File: config.mk
export PLATFORM = sky130hd
export DESIGN_NAME = store_buffer
export DESIGN_NICKNAME = d
export VERILOG_FILES = /design/src/hdl/store_buffer_pkg.sv /design/src/hdl/page_offset_checker.sv /design/src/hdl/store_buffer.sv /design/src/hdl/store_ring_queue.sv
export VERILOG_INCLUDE_DIRS = /design/src /design/src/hdl
export SDC_FILE = /design/constraint.sdc
export NUM_CORES = 1
export LEC_CHECK = 0
export BUFFER_PORTS_ARGS = -buffer_cell sky130_fd_sc_hd__clkbuf_2
export CAP_MARGIN = 30
export CORE_ASPECT_RATIO = 0.7
export CORE_MARGIN = 1
export CORE_UTILIZATION = 42
export CTS_CLUSTER_SIZE = 28
export DETAILED_ROUTE_END_ITERATION = 6
export MAX_ROUTING_LAYER = met4
export SLEW_MARGIN = 10
export SYNTH_ARGS = -nofsm -noshare
export SYNTH_HDL_FRONTEND = slang
export SYNTH_SLANG_ARGS = --single-unit
export TNS_END_PERCENT = 50
File: constraint.sdc
create_clock -name clk_i -period 3.1 [get_ports clk_i]
set_input_delay 0.465 -clock clk_i [delete_from_list [all_inputs] [get_ports clk_i]]
set_output_delay 0.465 -clock clk_i [all_outputs]
set_load 0.1 [all_outputs]
File: src/hdl/store_buffer_defs.svh
/* Widths and depths shared by the store buffer RTL and its testbench.
   Include this header wherever one of the macros below is needed. */
`ifndef STORE_BUFFER_DEFS_SVH
`define STORE_BUFFER_DEFS_SVH

// physical address and store data widths
`define SB_PLEN 32
`define SB_XLEN 32
`define SB_BE_W (`SB_XLEN / 8)
`define SB_SIZE_W 2

// number of entries in the speculative and in the commit queue
`define SB_DEPTH_SPEC 4
`define SB_DEPTH_COMMIT 4

// the cache index sits in the low address bits and the tag directly above it
`define SB_INDEX_W 12
`define SB_TAG_W 20

// the alias check compares the page offset at 8-byte granularity
`define SB_OFFSET_HI 11
`define SB_OFFSET_LO 3

`endif

File: src/hdl/store_buffer_pkg.sv
/* Types shared by the store buffer queues, its address checker and the cache port.
   Other files refer to them by scoped names. */
`include "store_buffer_defs.svh"

package store_buffer_pkg;

  // one buffered store as it travels from the speculative to the commit queue
  typedef struct packed {
    logic [`SB_PLEN-1:0]   address;
    logic [`SB_XLEN-1:0]   data;
    logic [`SB_BE_W-1:0]   be;
    logic [`SB_SIZE_W-1:0] size;
  } store_entry_t;

  // write request towards the data cache
  // the request is always a write and needs no response, so only the payload is carried
  typedef struct packed {
    logic                  req;
    logic [`SB_INDEX_W-1:0] index;
    logic [`SB_TAG_W-1:0]  tag;
    logic [`SB_XLEN-1:0]   wdata;
    logic [`SB_BE_W-1:0]   be;
    logic [`SB_SIZE_W-1:0] size;
  } dcache_req_t;

endpackage

File: src/hdl/page_offset_checker.sv
/* Tells the load path whether a load page offset may alias a buffered or incoming store.
   Purely combinational, evaluated in the same cycle as the load offset. */
`include "store_buffer_defs.svh"

module page_offset_checker #(
  parameter int unsigned SPEC_DEPTH   = 4,
  parameter int unsigned COMMIT_DEPTH = 4
) (
  input  logic [`SB_OFFSET_HI:0]          page_offset_i,
  input  store_buffer_pkg::store_entry_t  spec_entries_i [SPEC_DEPTH],
  input  logic [SPEC_DEPTH-1:0]           spec_valid_i,
  input  store_buffer_pkg::store_entry_t  commit_entries_i [COMMIT_DEPTH],
  input  logic [COMMIT_DEPTH-1:0]         commit_valid_i,
  input  logic [`SB_PLEN-1:0]             incoming_paddr_i,
  input  logic                            incoming_valid_i,
  output logic                            match_o
);

  // the load offset bits that take part in the comparison
  logic [`SB_OFFSET_HI:`SB_OFFSET_LO] load_offset;

  assign load_offset = page_offset_i[`SB_OFFSET_HI:`SB_OFFSET_LO];

  // page offsets are equal in the virtual and the physical address
  // so a match here means the load has to wait for the buffer to drain
  always_comb begin : p_match
    match_o = 1'b0;

    // stores that are already committed and wait for the cache
    for (int unsigned i = 0; i < COMMIT_DEPTH; i++) begin
      if (commit_valid_i[i] &&
          (commit_entries_i[i].address[`SB_OFFSET_HI:`SB_OFFSET_LO] == load_offset)) begin
        match_o = 1'b1;
      end
    end

    // stores that may still be flushed count as well
    for (int unsigned i = 0; i < SPEC_DEPTH; i++) begin
      if (spec_valid_i[i] &&
          (spec_entries_i[i].address[`SB_OFFSET_HI:`SB_OFFSET_LO] == load_offset)) begin
        match_o = 1'b1;
      end
    end

    // the store being presented in this very cycle
    if (incoming_valid_i &&
        (incoming_paddr_i[`SB_OFFSET_HI:`SB_OFFSET_LO] == load_offset)) begin
      match_o = 1'b1;
    end
  end

endmodule

File: src/hdl/store_buffer.sv
/* Store buffer of the load/store unit with a speculative and a commit queue.
   Committed stores drain to the data cache over a request/grant pair. */
`include "store_buffer_defs.svh"

module store_buffer (
  input  logic                         clk_i,
  input  logic                         rst_ni,
  input  logic                         flush_i,
  input  logic                         stall_st_pending_i,
  input  logic                         commit_i,
  input  logic                         valid_i,
  input  logic                         valid_without_flush_i,
  input  logic [`SB_PLEN-1:0]          paddr_i,
  input  logic [`SB_XLEN-1:0]          data_i,
  input  logic [`SB_BE_W-1:0]          be_i,
  input  logic [`SB_SIZE_W-1:0]        size_i,
  input  logic [`SB_OFFSET_HI:0]       page_offset_i,
  input  logic                         dgnt_i,
  output store_buffer_pkg::dcache_req_t dreq_o,
  output logic                         ready_o,
  output logic                         commit_ready_o,
  output logic                         no_st_pending_o,
  output logic                         store_buffer_empty_o,
  output logic                         page_offset_matches_o
);

  store_buffer_pkg::store_entry_t new_entry;
  store_buffer_pkg::store_entry_t spec_head, commit_head;
  store_buffer_pkg::store_entry_t spec_entries [`SB_DEPTH_SPEC];
  store_buffer_pkg::store_entry_t commit_entries [`SB_DEPTH_COMMIT];
  logic [`SB_DEPTH_SPEC-1:0]   spec_valid;
  logic [`SB_DEPTH_COMMIT-1:0] commit_valid;
  logic spec_full, spec_empty;
  logic commit_full, commit_empty, commit_head_valid;
  logic drain_req;

  // the incoming store as one queue entry
  assign new_entry = '{address: paddr_i, data: data_i, be: be_i, size: size_i};

  // ------------------------------------------------------------
  // speculative queue
  // ------------------------------------------------------------
  // a flush throws away every store that has not been committed yet
  store_ring_queue #(
    .DEPTH     (`SB_DEPTH_SPEC),
    .entry_t   (store_buffer_pkg::store_entry_t),
    .CLEARABLE (1'b1)
  ) u_spec_queue (
    .clk_i        (clk_i),
    .rst_ni       (rst_ni),
    .push_i       (valid_i),
    .push_entry_i (new_entry),
    .pop_i        (commit_i),
    .clear_i      (flush_i),
    .head_o       (spec_head),
    .head_valid_o (),
    .entries_o    (spec_entries),
    .valid_o      (spec_valid),
    .full_o       (spec_full),
    .empty_o      (spec_empty)
  );

  // a commit frees a slot in the same cycle so a store may enter a full queue
  assign ready_o = !spec_full || commit_i;

  // ------------------------------------------------------------
  // commit queue and cache port
  // ------------------------------------------------------------
  // commit moves the oldest speculative store over in one cycle
  store_ring_queue #(
    .DEPTH     (`SB_DEPTH_COMMIT),
    .entry_t   (store_buffer_pkg::store_entry_t),
    .CLEARABLE (1'b0)
  ) u_commit_queue (
    .clk_i        (clk_i),
    .rst_ni       (rst_ni),
    .push_i       (commit_i),
    .push_entry_i (spec_head),
    .pop_i        (drain_req && dgnt_i),
    .head_o       (commit_head),
    .head_valid_o (commit_head_valid),
    .entries_o    (commit_entries),
    .valid_o      (commit_valid),
    .full_o       (commit_full),
    .empty_o      (commit_empty)
  );

  // request the head store unless draining is held back
  // the head stays put until the grant so all fields are stable
  assign drain_req = commit_head_valid && !stall_st_pending_i;

  assign dreq_o.req   = drain_req;
  assign dreq_o.index = commit_head.address[`SB_INDEX_W-1:0];
  assign dreq_o.tag   = commit_head.address[`SB_TAG_W+`SB_INDEX_W-1:`SB_INDEX_W];
  assign dreq_o.wdata = commit_head.data;
  assign dreq_o.be    = commit_head.be;
  assign dreq_o.size  = commit_head.size;

  // status towards the load/store unit
  assign commit_ready_o       = !commit_full;
  assign no_st_pending_o      = commit_empty;
  assign store_buffer_empty_o = spec_empty && commit_empty;

  // ------------------------------------------------------------
  // address checker
  // ------------------------------------------------------------
  page_offset_checker #(
    .SPEC_DEPTH   (`SB_DEPTH_SPEC),
    .COMMIT_DEPTH (`SB_DEPTH_COMMIT)
  ) u_offset_checker (
    .page_offset_i    (page_offset_i),
    .spec_entries_i   (spec_entries),
    .spec_valid_i     (spec_valid),
    .commit_entries_i (commit_entries),
    .commit_valid_i   (commit_valid),
    .incoming_paddr_i (paddr_i),
    .incoming_valid_i (valid_without_flush_i),
    .match_o          (page_offset_matches_o)
  );

endmodule

File: src/hdl/store_ring_queue.sv
/* Circular queue of buffered stores with per-entry valid flags and an optional bulk clear.
   Serves as both the speculative queue and the commit queue of the store buffer. */
module store_ring_queue #(
  parameter int unsigned DEPTH     = 4,
  parameter type         entry_t   = logic,
  parameter bit          CLEARABLE = 1'b0
) (
  input  logic       clk_i,
  input  logic       rst_ni,
  input  logic       push_i,
  input  entry_t     push_entry_i,
  input  logic       pop_i,
  input  logic       clear_i = 1'b0,
  output entry_t     head_o,
  output logic       head_valid_o,
  output entry_t     entries_o [DEPTH],
  output logic [DEPTH-1:0] valid_o,
  output logic       full_o,
  output logic       empty_o
);

  localparam int unsigned PTR_W = (DEPTH > 1) ? $clog2(DEPTH) : 1;
  localparam int unsigned CNT_W = $clog2(DEPTH) + 1;

  // pointers wrap on their own, which needs a power of two depth
  if ((DEPTH & (DEPTH - 1)) != 0) begin : g_depth_check
    $error("store_ring_queue needs a power of two depth");
  end

  // storage and the per-entry valid flags that the alias check looks at
  entry_t           mem_q [DEPTH];
  logic [DEPTH-1:0] valid_q;

  logic [PTR_W-1:0] rd_ptr_q, wr_ptr_q;
  logic [PTR_W-1:0] rd_ptr_next;
  logic [CNT_W-1:0] count_q;
  logic             do_clear;

  // the clear input only has an effect on the clearable instance
  assign do_clear = CLEARABLE && clear_i;

  // read pointer after this cycle's pop
  // a clear rewinds the write pointer here so that the queue ends up empty
  assign rd_ptr_next = pop_i ? rd_ptr_q + 1'b1 : rd_ptr_q;

  // ------------------------------------------------------------
  // control state
  // ------------------------------------------------------------
  always_ff @(posedge clk_i or negedge rst_ni) begin : p_ctrl
    if (!rst_ni) begin
      rd_ptr_q <= '0;
      wr_ptr_q <= '0;
      count_q  <= '0;
      valid_q  <= '0;
    end else begin
      rd_ptr_q <= rd_ptr_next;
      if (do_clear) begin
        // drop every entry still waiting in the queue
        valid_q  <= '0;
        wr_ptr_q <= rd_ptr_next;
        count_q  <= '0;
      end else begin
        // the pop is applied first so that a push into the same slot wins
        if (pop_i) begin
          valid_q[rd_ptr_q] <= 1'b0;
        end
        if (push_i) begin
          valid_q[wr_ptr_q] <= 1'b1;
          wr_ptr_q          <= wr_ptr_q + 1'b1;
        end
        // occupancy only moves when exactly one of push and pop happens
        if (push_i && !pop_i) begin
          count_q <= count_q + 1'b1;
        end else if (pop_i && !push_i) begin
          count_q <= count_q - 1'b1;
        end
      end
    end
  end

  // ------------------------------------------------------------
  // entry storage
  // ------------------------------------------------------------
  // the payload is only meaningful where the valid flag is set
  always_ff @(posedge clk_i) begin : p_mem
    if (push_i) begin
      mem_q[wr_ptr_q] <= push_entry_i;
    end
  end

  // oldest entry and whether it holds a store
  assign head_o       = mem_q[rd_ptr_q];
  assign head_valid_o = valid_q[rd_ptr_q];

  // whole array goes out for the page offset comparison
  assign entries_o = mem_q;
  assign valid_o   = valid_q;

  assign full_o  = (count_q == CNT_W'(DEPTH));
  assign empty_o = (count_q == '0);

endmodule

==> results of run 1 <==
logic make-up after synthesis:
kind of cell,count (synthesis),synth area share [%]
simple gates,69,1.70
flops,582,77.7
compound gates,16,0.414
fa+ha+maj,19,1.13
xor+xnor,91,3.56
mux,143,14.3
buf+inv,60,1.23
registers in the layout, indices dropped and copies added (netlist names):
name                      flops
u_commit_queue.wr_ptr_q       2
u_commit_queue.valid_o        4
u_spec_queue.entries_o      280
u_spec_queue.wr_ptr_q         2
u_spec_queue.rd_ptr_q         2
u_commit_queue.rd_ptr_q       2
u_spec_queue.valid_o          4
u_commit_queue.entries_o    280
u_commit_queue.count_q        3
u_spec_queue.count_q          3
layout by cell type (no fill, tap or decap), types with 2 or more instances in the layout:
cell type	synthesis	routed
clkbuf_2	0	158
clkbuf_16	0	55
inv_1	13	13
nand4_1	10	10
diode_2	0	3
nand3_1	2	2
nand2_1	15	15
nor4_1	17	17
a21oi_1	5	5
clkinv_1	0	9
ha_1	17	17
inv_6	0	2
fa_1	2	2
o21ai_0	5	5
mux4_2	141	141
a21o_1	4	4
clkinv_2	0	12
buf_2	24	3
dfrtp_1	22	18
buf_4	1	14
bufinv_16	0	7
edfxtp_1	560	560
xnor2_1	17	17
and2_4	1	9
xor2_1	74	74
dfrtp_4	0	4
nor2_1	10	10
clkbuf_1	18	13
buf_12	0	11
cell type report:
class                   count  area share, %
diodes                      3         0.0288
clock buffers              69           5.52
clock inverters            32           1.34
inverters                  13          0.187
multi-input cells         338           18.3
flip-flops and latches    582           66.7
well taps                 684           3.29
repair buffers            189           4.61
final timing paths:
check | slack [ns] | depth (start not counted) | endpoint
worst max-delay path | 0.1 | 3 | dreq_o[18]
worst min-delay path | 0.08 | 1 | u_spec_queue.entries_o[13]
worst max register to register | 0.58 | 10 | u_commit_queue.count_q[2]
worst min register to register | 0.54 | 1 | u_commit_queue.wr_ptr_q[0]
max in group asynchronous | 2.26 | 2 | u_spec_queue.rd_ptr_q[1]
min in group asynchronous | 0.41 | 2 | u_spec_queue.count_q[2]
stage by stage:
step                      setup TNS, ns  util [%]  instances
after floorplan                   -3.36         -        980
after global placement                0      46.2       1804
after detailed placement              0      46.2       1804
after CTS                             0      49.7       1907
after global routing                  0      49.7       1910
final                                 0      49.7       1910
what timing repair did:
item	in CTS	in global routing
endpoints found under the hold margin	22	0
resized for setup	1	3
setup endpoints to repair	70	3
cloned	1	0
setup buffers	0	0
hold buffers	1	0
cell usage after synthesis (2+ instances only):
library cell and number:
a21o_1 4, a21oi_1 5, and2_1 8, buf_1 2, buf_2 24, buf_6 2, clkbuf_1 18, dfrtp_1 22
edfxtp_1 560, fa_1 2, ha_1 17, inv_1 13, mux4_2 141, nand2_1 15, nand3_1 2, nand4_1 10
nor2_1 10, nor4_1 17, o21ai_0 5, xnor2_1 17, xor2_1 74
routing by layer:
metal | vias to the layer above | track usage (%)
met3 | 65 | 3.64
met5 | - | -
met1 | 5358 | 23.7
met2 | 212 | 27.8
li1 | 4440 | -
met4 | 0 | 4.17
==> impl_metrics.env, run 1 <==
export IMPL_outcome="finished clean"
export IMPL_ctsHtreeMaxLevel=2
export IMPL_holdWs_ns=0.0844
export IMPL_start_util_pct=42.7
export IMPL_ff_latch_area_um2=17400
export IMPL_synthArstFlopShare_pct=3.78
export IMPL_start_kind="flop"
export IMPL_rows=70
export IMPL_synthToLayoutAreaGrowth_pct=16.5
export IMPL_grtUsageTotal_pct=17.6
export IMPL_crit_path_max_incr_delay_ns=0.56
export IMPL_root_buffer="clkbuf_16"
export IMPL_startpoint="u_commit_queue.rd_ptr_q[0]"
export IMPL_cp_top_family="buffers and inverters"
export IMPL_core_area_um2=52400
export IMPL_dpl_hpwl_um=26500
export IMPL_clkLatencyLatePin_ns=0.60
export IMPL_wl_met1_um=20300
export IMPL_ys_warn_count=0
export IMPL_grt_overflow_total=0
export IMPL_antenna_found_initial=3
export IMPL_nets=1287
export IMPL_final_setup_worst_slack_ns=0.0987
export IMPL_preCtsSetupSlack_ns=0.515
export IMPL_path_class="flop to output pin"
export IMPL_period_minus_slack_ns=3.00
export IMPL_rsz0062_at_grt="false"
export IMPL_dr_wl_met2_um=22000
export IMPL_cts_buffers_inserted=54
export IMPL_cp_slowest_cell="mux4_2"
export IMPL_drtAntennaViolNets=0
export IMPL_syn_area_um2=22400
export IMPL_wl_met3_um=2470
export IMPL_cp_max_fo=36
export IMPL_cts_max_path_buffers=3
export IMPL_critical_path_buf_inv_count=2
export IMPL_clk_pin_slew_worst_paths_ns=0.06
export IMPL_routed_wl_um=45500
export IMPL_synth_edf_count=560
export IMPL_slew_headroom_pct=48.6
export IMPL_syn_area_per_cell_um2=22.8
export IMPL_tightest_slew_ns=0.771
export IMPL_cts_tree="built"
export IMPL_yosysSeqAreaShare_pct=77.7
export IMPL_die_area_um2=54200
export IMPL_yosysTopAreaCellShare_pct=75.2
export IMPL_ys_seq_elements=582
export IMPL_grt_pass1_vias=10600
export IMPL_max_cap_violations=0
export IMPL_dpl_cell_area_um2=24200
export IMPL_via_count=10100
export IMPL_synth_cell_types=33
export IMPL_grt_max_degree=74
export IMPL_wl_per_cell_um=23.8
export IMPL_timing_max_transition_violations_final=0
export IMPL_fmax_mhz=333
export IMPL_drive_gt1_share_pct=34.8
export IMPL_worstHoldStart="data_i[7]"
export IMPL_finalHoldViolCount=0
export IMPL_path_cells="bufbuf_16 -> mux4_2 -> clkbuf_2"
export IMPL_io_pins=166
export IMPL_gp_congestion=0.841
export IMPL_critPathRequiredTime_ns=2.63
export IMPL_crit_arrival_ns=2.54
export IMPL_drc=0
export IMPL_multiInputGateArea_um2=4770
export IMPL_viasPerCell=5.27
export IMPL_grt_pass1_wl_um=68000
export IMPL_min_path_type="input pin to flop"
export IMPL_highest_signal_layer="met4"
export IMPL_drt_iter0_drc=643
export IMPL_die_h_um=195
export IMPL_fp_dieW_um=278
export IMPL_ys_flop_type="edfxtp_1"
export IMPL_r2r_start="u_commit_queue.rd_ptr_q[0]"
export IMPL_yosys_area_top_type="edfxtp_1"
export IMPL_firstDrtPassIters=5
export IMPL_netlist_instances=980
export IMPL_period_share_pct=96.8
export IMPL_io_buffers=162
export IMPL_crit_path_end_kind="output pin"
export IMPL_setup_violations=0
export IMPL_synth_area_leaders="edfxtp_1, mux4_2, xor2_1, dfrtp_1, ha_1"
export IMPL_cts_sinks=582
export IMPL_synthesis_nets=1089
export IMPL_fillers=4254
export IMPL_fin_area_um2=26000
export IMPL_skew_ns=0.0179
Power of run 1 is not shown: default switching activity piles up to over one toggle a cycle in this logic, so the estimate is an artifact.
==> run 2: changes to the inputs <==
CAP_MARGIN = not set   (was 30)
CTS_BUF_LIST = sky130_fd_sc_hd__clkbuf_8   (was not set)
==> run 2 against run 1 <==
Net effect: critical path depth stayed put; utilization is 0.95 points higher; global-route usage up 0.48 points; cell count up 6.5%; critical path type unchanged; die area unchanged; first-iteration DRC count up 2.3%; via count is 4.7% higher; clock-buffer cell count up 23; routed wire length grew 2.4%.
==> impl_metrics.env, run 2 (synthesized netlist as in run 1, its figures left out) <==
export IMPL_outcome="finished clean"
export IMPL_cts_max_path_buffers=3
export IMPL_cp_top_family="buffers and inverters"
export IMPL_layout_commonest_cell="edfxtp_1"
export IMPL_dpl_hpwl_um=26500
export IMPL_rsz0062_at_grt="false"
export IMPL_critPathCapture="dreq_o[58]"
export IMPL_layout_common_cells="edfxtp_1, mux4_2, clkbuf_2"
export IMPL_ctsHtreeMaxLevel=3
export IMPL_gp_congestion=0.841
export IMPL_io_buffers=162
export IMPL_fin_tns_setup_ns=0
export IMPL_finalHoldViolCount=0
export IMPL_rows=70
export IMPL_drt_iter0_drc=658
export IMPL_routed_wl_um=46600
export IMPL_reg2reg_depth=10
export IMPL_root_buffer="clkbuf_8"
export IMPL_crit_cells=3
export IMPL_synthToLayoutAreaGrowth_pct=18.7
export IMPL_via_count=10600
export IMPL_slew_headroom_pct=47.9
export IMPL_cp_slowest_cell="mux4_2"
export IMPL_critical_path_buf_inv_count=2
export IMPL_clkLatencyLatePin_ns=0.68
export IMPL_crit_path_end_kind="output pin"
export IMPL_start_kind="flop"
export IMPL_min_path_type="input pin to flop"
export IMPL_grt_pass1_wl_um=69500
export IMPL_crit_arrival_ns=2.51
export IMPL_crit_path_max_incr_delay_ns=0.55
export IMPL_core_area_um2=52400
export IMPL_r2r_end="u_commit_queue.count_q[2]"
export IMPL_drive_gt1_share_pct=33.9
export IMPL_utilization_pct=50.7
export IMPL_nets=1388
export IMPL_grtUsageTotal_pct=18.1
export IMPL_period_share_pct=96.0
export IMPL_cp_max_fo=36
export IMPL_r2r_start="u_commit_queue.rd_ptr_q[0]"
export IMPL_timing_max_transition_violations_final=0
export IMPL_path_class="flop to output pin"
export IMPL_clk_pin_slew_worst_paths_ns=0.08
export IMPL_die_area_um2=54200
export IMPL_fmax_mhz=336
export IMPL_grt_pass1_vias=11200
export IMPL_post_cts_buffers=0
export IMPL_viasPerCell=5.19
export IMPL_r2r_setup_slack_ns=0.53
export IMPL_critPathRequiredTime_ns=2.63
export IMPL_start_util_pct=42.7
export IMPL_grt_max_degree=74
export IMPL_cts_tree="built"
export IMPL_antenna_found_initial=3
export IMPL_path_cells="buf_16 -> mux4_2 -> clkbuf_2"
export IMPL_io_pins=166
export IMPL_period_minus_slack_ns=2.98
export IMPL_startpoint="u_commit_queue.rd_ptr_q[0]"
export IMPL_setup_violations=0
export IMPL_firstDrtPassIters=6
export IMPL_grt_overflow_total=0
export IMPL_cts_buffers_inserted=89
export IMPL_die_h_um=195
export IMPL_tightest_slew_ns=0.781
export IMPL_drtAntennaViolNets=0
export IMPL_skew_ns=0.0364
export IMPL_max_cap_violations=0
export IMPL_wl_per_cell_um=22.9
export IMPL_fp_dieW_um=278
export IMPL_drc=0
export IMPL_cts_sinks=582
-- run 2: changes by cell type in the layout (fill, tap and decap cells not counted), sizes merged --
cell / before / now
buf: 29 / 66
dlygate4sd3: 1 / 67
clkinv: 21 / 35
inv: 16 / 42
clkbuf: 227 / 214
bufinv: 7 / 1
bufbuf: 1 / 0
clkinvlp: 1 / 2
-- run 2: how the worst min path moves through the flow --
stage / from / slack [ns] / depth (start not counted) / endpoint
CTS: paddr_i[4] / 0.0008 / 1 / u_spec_queue.entries_o[112]
finish: paddr_i[4] / 0.08 / 1 / u_spec_queue.entries_o[112]
global placement: rst_ni / 0.50 / 1 / u_spec_queue.count_q[2]
floorplan: rst_ni / 0.17 / 0 / u_commit_queue.count_q[0]
global route: paddr_i[5] / 0.03 / 1 / u_spec_queue.entries_o[183]
detailed placement: rst_ni / 0.50 / 1 / u_spec_queue.count_q[2]
-- run 2: layout make-up --
class	instances	area (um^2)
clock inverter	67	307
timing repair buffer	255	1910
fill	4276	25800
clock buffer	92	1270
inverter	13	48.8
sequential	582	17400
multi-input combinational	338	4770
tap	684	856
antenna	3	7.51
-- run 2: stage by stage --
stage                     setup slack [ns]  hold WS (ns)  std cells  area, um^2
after CTS                          -0.0295      0.000757       2031       26500
after global routing              0.000824        0.0266       2034       26500
final                                0.124        0.0759       2034       26500
after global placement               0.525         0.504       1804       24200
after detailed placement             0.515         0.496       1804       24200
after floorplan                    -0.0480         0.169        980       22400
-- run 2: repair_timing --
action	CTS	global route
gates cloned	1	0
endpoints found under the hold margin	285	0
setup endpoints to repair	70	40
hold buffers	67	0
gates resized for setup	23	40
-- run 2: layer usage --
metal / GRT usage, % / routed length [um] / vias up
li1: - / - / 4646
met1: 24.1 / 20800 / 5554
met2: 28.0 / 22400 / 271
met3: 4.37 / 2450 / 79
met4: 4.95 / 852 / 0
met5: - / 0 / -
Power of run 2 is left out for the same reason.
